===== config.mk =====
export PLATFORM = sky130hd
export DESIGN_NAME = moving_avg_top
export DESIGN_NICKNAME = d
export VERILOG_FILES = /design/src/source/maf_pkg.sv /design/src/source/filt_cfg_if.sv /design/src/source/window_decode.sv /design/src/source/tap_sum.sv /design/src/source/avg_scale.sv /design/src/source/moving_avg_top.sv
export SDC_FILE = /design/constraint.sdc
export NUM_CORES = 2
export LEC_CHECK = 0
export ABC_AREA = 0
export ABC_CLOCK_PERIOD_IN_PS = 18580
export BUFFER_PORTS_ARGS = -buffer_cell sky130_fd_sc_hd__buf_2
export CAP_MARGIN = 20
export CORE_UTILIZATION = 25
export DETAILED_ROUTE_END_ITERATION = 6
export GPL_TIMING_DRIVEN = 0
export PLACE_DENSITY = 0.41
export SKIP_CTS_REPAIR_TIMING = 1
export SLEW_MARGIN = 20
export SYNTH_ARGS = -nofsm -noshare
export SYNTH_HDL_FRONTEND = slang
export SYNTH_SLANG_ARGS = --single-unit

===== constraint.sdc =====
create_clock -name clk -period 18.58 [get_ports clk]
set_input_delay 1.858 -clock clk [delete_from_list [all_inputs] [get_ports clk]]
set_output_delay 1.858 -clock clk [all_outputs]
set_load 0.005 [all_outputs]

===== src/source/maf_pkg.sv =====
package maf_pkg;

	// history depth, sized for the largest window
	localparam int HIST_DEPTH = 16;

	// extra sum bits so 16 full-scale samples never wrap
	localparam int SUM_GROWTH = $clog2(HIST_DEPTH);

	// tap count runs 2..16, so one bit more than the growth
	localparam int TAP_CNT_W = SUM_GROWTH + 1;

	// shift amount runs 0..4
	localparam int SHIFT_W = $clog2(SUM_GROWTH + 1);

	// width of the window select input
	localparam int SEL_W = 3;

	// select codes seen on filt_sel
	localparam logic [SEL_W-1:0] SEL_WIN2 = 3'b000;
	localparam logic [SEL_W-1:0] SEL_WIN3 = 3'b001;
	localparam logic [SEL_W-1:0] SEL_WIN4 = 3'b010;
	localparam logic [SEL_W-1:0] SEL_WIN8 = 3'b011;
	// every code from 100 up folds onto the 16 window

	// decoded window choice
	typedef enum logic [2:0] {
		WIN_2  = 3'd0,
		WIN_3  = 3'd1,
		WIN_4  = 3'd2,
		WIN_8  = 3'd3,
		WIN_16 = 3'd4
	} window_e;

	// taps summed for each window
	localparam logic [TAP_CNT_W-1:0] TAPS_WIN2  = 5'd2;
	localparam logic [TAP_CNT_W-1:0] TAPS_WIN3  = 5'd3;
	localparam logic [TAP_CNT_W-1:0] TAPS_WIN4  = 5'd4;
	localparam logic [TAP_CNT_W-1:0] TAPS_WIN8  = 5'd8;
	localparam logic [TAP_CNT_W-1:0] TAPS_WIN16 = 5'd16;

	// log2 divisor for the power-of-two windows
	localparam logic [SHIFT_W-1:0] SHIFT_WIN2  = 3'd1;
	localparam logic [SHIFT_W-1:0] SHIFT_WIN4  = 3'd2;
	localparam logic [SHIFT_W-1:0] SHIFT_WIN8  = 3'd3;
	localparam logic [SHIFT_W-1:0] SHIFT_WIN16 = 3'd4;
	// window of 3 divides instead, shift stays 0
	localparam logic [SHIFT_W-1:0] SHIFT_NONE  = 3'd0;

endpackage


===== src/source/filt_cfg_if.sv =====
`timescale 1ns/10ps

interface filt_cfg_if import maf_pkg::*; ();

	// decoded window, also the source for the fields below
	window_e window;

	// number of newest taps in the sum, 2..16
	logic [TAP_CNT_W-1:0] tap_count;

	// arithmetic right shift for power-of-two windows
	logic [SHIFT_W-1:0] shift_amt;

	// window of 3, divide rather than shift
	logic div3;

	// decode stage owns every field
	modport decoder (
		output window,
		output tap_count,
		output shift_amt,
		output div3
	);

	// execute stage only needs the tap mask length
	modport datapath (input tap_count);

	// result stage picks between divide and shift
	modport scaler (input shift_amt, input div3);

endinterface


===== src/source/window_decode.sv =====
`timescale 1ns/10ps

module window_decode import maf_pkg::*; (
	input logic clk,
	input logic rst_n,
	input logic [SEL_W-1:0] filt_sel,
	filt_cfg_if.decoder cfg
);

	// captured select, config follows it from the same edge
	logic [SEL_W-1:0] sel_r;

	always_ff @(posedge clk) begin
		if (!rst_n) begin
			// back to the 2 window
			sel_r <= SEL_WIN2;
		end else begin
			sel_r <= filt_sel;
		end
	end

	// select code to window, upper half all 16
	always_comb begin
		case (sel_r)
			SEL_WIN2: cfg.window = WIN_2;
			SEL_WIN3: cfg.window = WIN_3;
			SEL_WIN4: cfg.window = WIN_4;
			SEL_WIN8: cfg.window = WIN_8;
			default:  cfg.window = WIN_16;
		endcase
	end

	// window to tap count, shift and divide flag
	always_comb begin
		// defaults match the 2 window
		cfg.tap_count = TAPS_WIN2;
		cfg.shift_amt = SHIFT_WIN2;
		cfg.div3 = 1'b0;
		case (cfg.window)
			WIN_3: begin
				cfg.tap_count = TAPS_WIN3;
				// no shift, divider does the work
				cfg.shift_amt = SHIFT_NONE;
				cfg.div3 = 1'b1;
			end
			WIN_4: begin
				cfg.tap_count = TAPS_WIN4;
				cfg.shift_amt = SHIFT_WIN4;
			end
			WIN_8: begin
				cfg.tap_count = TAPS_WIN8;
				cfg.shift_amt = SHIFT_WIN8;
			end
			WIN_16: begin
				cfg.tap_count = TAPS_WIN16;
				cfg.shift_amt = SHIFT_WIN16;
			end
			default: begin
				// WIN_2, already set above
				cfg.div3 = 1'b0;
			end
		endcase
	end

endmodule


===== src/source/tap_sum.sv =====
`timescale 1ns/10ps

module tap_sum import maf_pkg::*; #(
	parameter int DATA_W = 24
) (
	input logic clk,
	input logic rst_n,
	input logic sclr,
	input logic signed [DATA_W-1:0] d,
	filt_cfg_if.datapath cfg,
	output logic signed [DATA_W+SUM_GROWTH-1:0] sum
);

	localparam int SUM_W = DATA_W + SUM_GROWTH;

	// delay line, index 0 is the newest sample
	logic signed [DATA_W-1:0] taps [HIST_DEPTH];

	// sign-extended copies of the taps
	logic signed [SUM_W-1:0] taps_ext [HIST_DEPTH];

	// which taps are inside the current window
	logic [HIST_DEPTH-1:0] tap_mask;

	// combinational sum ahead of the register
	logic signed [SUM_W-1:0] sum_next;

	// shift one sample in every clock, no strobe
	always_ff @(posedge clk) begin
		if (!rst_n || sclr) begin
			// empty history
			for (int i = 0; i < HIST_DEPTH; i++) begin
				taps[i] <= '0;
			end
		end else begin
			taps[0] <= d;
			for (int i = 1; i < HIST_DEPTH; i++) begin
				taps[i] <= taps[i-1];
			end
		end
	end

	// widen each tap with its own sign bit
	always_comb begin
		for (int i = 0; i < HIST_DEPTH; i++) begin
			taps_ext[i] = {{SUM_GROWTH{taps[i][DATA_W-1]}}, taps[i]};
		end
	end

	// newest tap_count taps are in the window
	always_comb begin
		for (int i = 0; i < HIST_DEPTH; i++) begin
			tap_mask[i] = (i < int'(cfg.tap_count));
		end
	end

	// masked adder chain
	// 16 full-scale samples fit thanks to SUM_GROWTH
	always_comb begin
		sum_next = '0;
		for (int i = 0; i < HIST_DEPTH; i++) begin
			if (tap_mask[i]) begin
				sum_next = sum_next + taps_ext[i];
			end
		end
	end

	// sum is one edge behind tap 0
	always_ff @(posedge clk) begin
		if (!rst_n || sclr) begin
			sum <= '0;
		end else begin
			sum <= sum_next;
		end
	end

endmodule


===== src/source/avg_scale.sv =====
`timescale 1ns/10ps

module avg_scale import maf_pkg::*; #(
	parameter int DATA_W = 24
) (
	input logic clk,
	input logic rst_n,
	input logic signed [DATA_W+SUM_GROWTH-1:0] sum,
	filt_cfg_if.scaler cfg,
	output logic signed [DATA_W-1:0] q
);

	localparam int SUM_W = DATA_W + SUM_GROWTH;

	// divisor for the 3 window, kept signed at full sum width
	localparam logic signed [SUM_W-1:0] DIV_THREE = 3;

	// divide path, truncates toward zero
	logic signed [SUM_W-1:0] quot3;

	// shift path, rounds toward minus infinity
	logic signed [SUM_W-1:0] shifted;

	// chosen result at full width
	logic signed [SUM_W-1:0] scaled;

	// output sample before the register
	logic signed [DATA_W-1:0] q_next;

	// signed divide by a constant
	always_comb begin
		quot3 = sum / DIV_THREE;
	end

	// arithmetic shift keeps the sign
	always_comb begin
		shifted = sum >>> cfg.shift_amt;
	end

	// pick divide or shift
	always_comb begin
		if (cfg.div3) begin
			scaled = quot3;
		end else begin
			scaled = shifted;
		end
	end

	// average always lies inside the sample range
	// so the low bits carry it exactly, sign included
	always_comb begin
		q_next = scaled[DATA_W-1:0];
	end

	// q is one edge behind the sum
	always_ff @(posedge clk) begin
		if (!rst_n) begin
			q <= '0;
		end else begin
			q <= q_next;
		end
	end

endmodule


===== src/source/moving_avg_top.sv =====
`timescale 1ns/10ps

module moving_avg_top import maf_pkg::*; #(
	parameter int DATA_W = 24
) (
	input logic clk,
	input logic rst_n,
	input logic sclr,
	input logic [SEL_W-1:0] filt_sel,
	input logic signed [DATA_W-1:0] d,
	output logic signed [DATA_W-1:0] q
);

	// registered tap sum, execute to result
	logic signed [DATA_W+SUM_GROWTH-1:0] tap_total;

	// decoded window shared by all three stages
	filt_cfg_if cfg_bus ();

	// decode, filt_sel to window fields
	window_decode u_decode (
		.clk(clk),
		.rst_n(rst_n),
		.filt_sel(filt_sel),
		.cfg(cfg_bus.decoder)
	);

	// execute, delay line and masked sum
	// d at edge E lands in tap 0 at E, sum at E+1
	tap_sum #(
		.DATA_W(DATA_W)
	) u_tap_sum (
		.clk(clk),
		.rst_n(rst_n),
		.sclr(sclr),
		.d(d),
		.cfg(cfg_bus.datapath),
		.sum(tap_total)
	);

	// result, scale and register q at E+2
	avg_scale #(
		.DATA_W(DATA_W)
	) u_avg_scale (
		.clk(clk),
		.rst_n(rst_n),
		.sum(tap_total),
		.cfg(cfg_bus.scaler),
		.q(q)
	);

endmodule


* Word level (Yosys, flattened, before mapping)
Memories as Yosys holds them, arrays and structs flattened.
Cells that the tools add are included.
** Word-level totals
- Logic and storage cells :: 103
- Register bits after elaboration :: 55
- Memories :: 1
- RAM bits :: 384
** Memory list
- u_tap_sum.taps :: words 16, bits a word 24, rd ports 16, clocked after Yosys merged registers in 0, wr ports 16, RTL line tap_sum.sv:17 : logic signed [DATA_W-1:0] taps [HIST_DEPTH];
** Cells by class
- Reductions and logical operators :: 3
- $lt $le $gt $ge :: 16
- $add $sub $neg :: 15
- Eq/ne operators :: 7
- Shift operators :: 1
- Muxes and demuxes :: 40
- Bitwise operators :: 16
- Divide/modulo/power cells :: 1
** Operators with widths (number)
- $mux W28 :: 16
- $add A28 B24 Y28 :: 15
- $mux W24 :: 17
- $lt A4 B5 Y1 const A :: 8
- $div A28 B3 Y28 const B :: 1
- $sshr A28 B3 Y24 :: 1
- $pmux W3 S4 :: 2
- $lt A3 B5 Y1 const A :: 4
- $pmux W5 S4 :: 1
- $or A1 B1 Y1 :: 16
- $eq A3 B2 Y1 const B :: 4
- $lt A1 B5 Y1 const A :: 2
- $lt A2 B5 Y1 const A :: 2
- $eq A3 B1 Y1 const B :: 2
- $mux W1 :: 4
- $eq A3 B3 Y1 const B :: 1
- $logic_not A3 Y1 :: 1
- $logic_not A1 Y1 :: 1
- $logic_or A1 B1 Y1 :: 1

* Depth between registers and ports, before layout
- Word-level depth :: 36
- Gate-level depth with buffers :: 104
- Mapped depth without buffers :: 104

* Modules after synthesis
Synthesis repeated with hierarchy kept, for this count alone.
** Second synthesis, totals
- Cells, all modules :: 5527
- Area, all modules :: 42175.4 um^2
** By module, submodules not included
- tap_sum :: instances 1, cells an instance 4550, seq. area each 8247.9 um^2, area each 35619.2 um^2
- avg_scale :: instances 1, cells an instance 958, seq. area each 480.5 um^2, area each 6392.4 um^2
- window_decode :: instances 1, cells an instance 19, seq. area each 60.1 um^2, area each 163.9 um^2

* Least setup slack after synthesis
OpenSTA, ideal clock, no wires.
- Kind :: reg-to-reg
- Start point :: memory u_tap_sum.taps[0][0]
- End point :: register u_tap_sum.sum[27]
- Cell stages (with the launch flop) :: 100
- Buffers on the path :: 1
- Setup time :: 72 ps
- Clock period less this slack :: 16234 ps
- Arrival :: 16163 ps
- Data required time :: 18508 ps
- Slack :: 2346 ps
- Cell sequence :: dfxtp_1 -> ha_1 -> fa_1 -> clkbuf_1 -> ha_1 -> a21o_1 -> a21oi_1 -> xnor2_1 -> nand2_1 -> o21ai_0 -> inv_1 -> ha_1 -> o21ai_0 -> a21boi_0 -> o21ai_0 -> a21boi_0 -> o21ai_0 -> a21boi_0 -> (+64 left out) -> xnor2_1 -> a21o_1 -> ha_1 -> nor3_1 -> o211ai_1 -> a31oi_1 -> nor2b_1 -> o21a_1 -> o21ai_0 -> nand2b_1 -> a21oi_1 -> xnor2_1 -> xnor2_1 -> xnor2_1 -> nand2_1 -> xnor2_1 -> nand2b_1 -> mux2i_1
** RTL lines
- from (decl) :: RTL line tap_sum.sv:17
- to (signal assigned) :: RTL line tap_sum.sv:73 : sum <= sum_next;
- to (decl) :: RTL line tap_sum.sv:11 : output logic signed [DATA_W+SUM_GROWTH-1:0] sum

==> run_results.csv <==
group,metric,value,unit
pwr,ir_worst_vdd,0.0722,mV
clocking,path_clk_slew,0.07,ns
routing,first_iter_violations,1869,
clocking,cts.path.max_buffers,3,
grt,grt_usage,15.9,%
routing,routed_via_density,4.73,
final_layout,seqCellArea,8790,um2
sta,fin_worst_hold_slack,0.454,ns
synth,yosys.area.top_type_share,24.4,%
sta,setup_slack,1.02,ns
synth,synth_edf_count,0,
setup_path,cpPeakStageDelay,0.55,ns
grt,grt_pass1_wl,181000,um
setup_path,slowest_stage,"fa_2",
place,dpl.cell_count,6507,
run,max_cap_viol_count,0,
synth,synth_ff_type,"dfxtp_1",
setup_path,worstRegToRegCells,92,
place,globalplace.congestion,0.847,
clocking,cts_root_buf,"clkbuf_16",
synth,synth_most_common_cell,"dfxtp_1",
synth,yosys_warnings,0,
floorplanning,io_pins,54,
setup_path,r2r_end,"u_tap_sum.sum[27]",
synth,synth_cell_types,112,
setup_path,critPathCapture,"u_tap_sum.sum[27]",
final_layout,area_growth,17.4,%
setup_path,startpoint_type,"register",
final_layout,nNetsFinal,5183,
synth,synth_area_per_cell,7.89,um2
floorplanning,rows,138,
synth,syn_nets,5014,
clocking,cts_tree,"built",
floorplanning,core_area,142000,um2
setup_path,cp_max_fo,5,
sta,period_needed,17.56,ns
pwr,p_per_area,77.2,nW/um2
sta,tightestPinTransition,1.14,ns
synth,synthTopCellsByArea,"dfxtp_1 24%, ha_1 14%, and2_1 7.4%, a21o_1 6.1%, xnor2_1 6.0%",
setup_path,crit_type,"reg2reg",
sta,setup_viol,0,
clocking,htree_num_levels,2,
place,portBuffers,53,
setup_path,endpoint_kind,"register",
hold_path,hold_path.class,"reg2reg",
sta,timing.fmax,57.0,MHz
routing,dr.pass1.iters,5,
synth,synthesis.instances,4563,
routing,dr_total_vias,31500,
synth,syn_area,36000,um2
run_status,status,"finished, final reports clean",
floorplanning,die_width,381,um
grt,grt_overflow,0,
floorplanning,initial_core_util,25.3,%
hold_path,hold_depth,1,
final_layout,fillCellCount,15500,
setup_path,r2r_start,"u_tap_sum.taps[0][0]",
routing,drt_wl_total,119000,um
grt,antenna_found_initial,3,
grt,grt_max_degree,16,
grt,first_global_vias,31500,
setup_path,cp-startpoint,"u_tap_sum.taps[0][0]",
pwr,p_total,3.26,mW
pwr,power.leakage,19.7,nW
floorplanning,die_h,381,um
final_layout,final_cells,6670,
final_layout,drive_gt1_share,11.6,%
final_layout,multi_input_area,26400,um2
place,post-place-ws,-2.86,ns
clocking,cts_buffers,59,
clocking,cts.sinks,439,
setup_path,r2r_slack,1.02,ns
routing,wl_per_cell,17.9,um
synth,ys_ff_latch,439,
sta,slew_violations,0,
sta,finalHoldViolCount,0,
routing,ant_nets,0,
sta,fin_skew,0.0368,ns
synth,async_flop_share,0,%
sta,period_share,94.5,%
clocking,insertion_delay,0.67,ns
setup_path,arrival,18.13,ns
synth,synth_top_cell_by_area,"dfxtp_1",
floorplanning,die_area,146000,um2
routing,drcViolationCount,0,
sta,slew_headroom,23.8,%
setup_path,crit_top_cell,"ha_1",
place,dp_hpwl,95100,um
setup_path,crit_required,19.15,ns
synth,synth-seq-area-share,24.4,%
synth,synth_common_cells,"439 x dfxtp_1, 423 x and2_1, 406 x ha_1",
-- flip-flops by register name, indices dropped and copies added (netlist names) --
signal / cells
u_tap_sum.taps: 384
u_decode.sel_r: 3
u_tap_sum.sum: 28
u_avg_scale.q: 24
-- critical path, delay by kind of cell (launching register included) --
family          cells  cell delay (ns)
simple gates       17             2.67
mux                 1             0.26
buf+inv            10             0.89
xor+xnor            8             1.13
flops               1             0.31
compound gates     40             6.70
fa+ha+maj          16             5.51
-- cells by family after synthesis --
logic type | count (synthesis) | synth area share [%]
and+or+nand+nor | 1336 | 19.6
adders and majority gates | 423 | 15.0
muxes | 33 | 0.970
AOI/OAI and AO/OA | 1429 | 25.2
xor gates and xnor gates | 368 | 9.03
buffers and inverters | 535 | 5.70
DFF | 439 | 24.4
-- per-layer routing --
layer,GRT usage [%],wire (um),vias to the layer above
met5,0,13,-
met4,3.61,2400,2
met3,2.20,4650,120
met2,27.9,57500,484
met1,20.3,54600,14700
li1,-,-,16300
-- final cells by class --
cell class | instances | area share, %
repair buffers | 109 | 1.68
flip-flops and latches | 439 | 20.8
diodes | 3 | 0.0178
multi-input cells | 3589 | 62.5
clock inverters | 19 | 0.346
clock buffers | 87 | 4.12
inverters | 337 | 2.99
well taps | 1890 | 5.59
plain buffers | 197 | 1.91
-- placed cells by master, fill, tap and decap left out, types with 60 or more instances in the layout --
| cell type | count |
|---|---|
| dfxtp_1 | 438 |
| and2_1 | 423 |
| ha_1 | 383 |
| inv_1 | 330 |
| a21o_1 | 294 |
| o21ai_0 | 284 |
| a21oi_1 | 267 |
| nand2_1 | 261 |
| nor2_1 | 246 |
| xnor2_1 | 242 |
| clkbuf_1 | 169 |
| xor2_1 | 118 |
| a21oi_2 | 94 |
| nand3_1 | 94 |
| o21ai_1 | 68 |
| buf_2 | 65 |
| clkbuf_16 | 60 |
-- metrics by stage --
| step | utilization, % | TNS, ns | cell area, um2 |
|---|---|---|---|
| 4_1_cts | 28.5 | -11.20 | 40500 |
| 2_1_floorplan | - | 0 | 36000 |
| 3_3_place_gp | 27.2 | -12.20 | 38600 |
| 6_report | 29.7 | 0 | 42300 |
| 3_5_place_dp | 27.2 | -10.36 | 38700 |
| 5_1_grt | 29.7 | -0.139 | 42300 |
-- report_power, final --
group	internal, mW	total (mW)	switching [mW]
clock network	0.657	1.13	0.470
logic	0.436	1.18	0.739
registers	0.954	0.961	0.00693
total	2.05	3.26	1.22
-- worst min-delay path by stage --
stage / to / slack [ns] / startpoint
finish: u_tap_sum.taps[0][264] / 0.45 / u_tap_sum.taps[0][240]
global route: u_tap_sum.taps[0][329] / 0.46 / u_tap_sum.taps[0][305]
CTS: u_tap_sum.taps[0][329] / 0.44 / u_tap_sum.taps[0][305]
detailed placement: u_tap_sum.taps[0][71] / 0.44 / u_tap_sum.taps[0][47]
global placement: u_tap_sum.taps[0][48] / 0.44 / u_tap_sum.taps[0][24]
floorplan: u_tap_sum.taps[0][48] / 0.43 / u_tap_sum.taps[0][24]
Power figures use the tool's default switching activity.
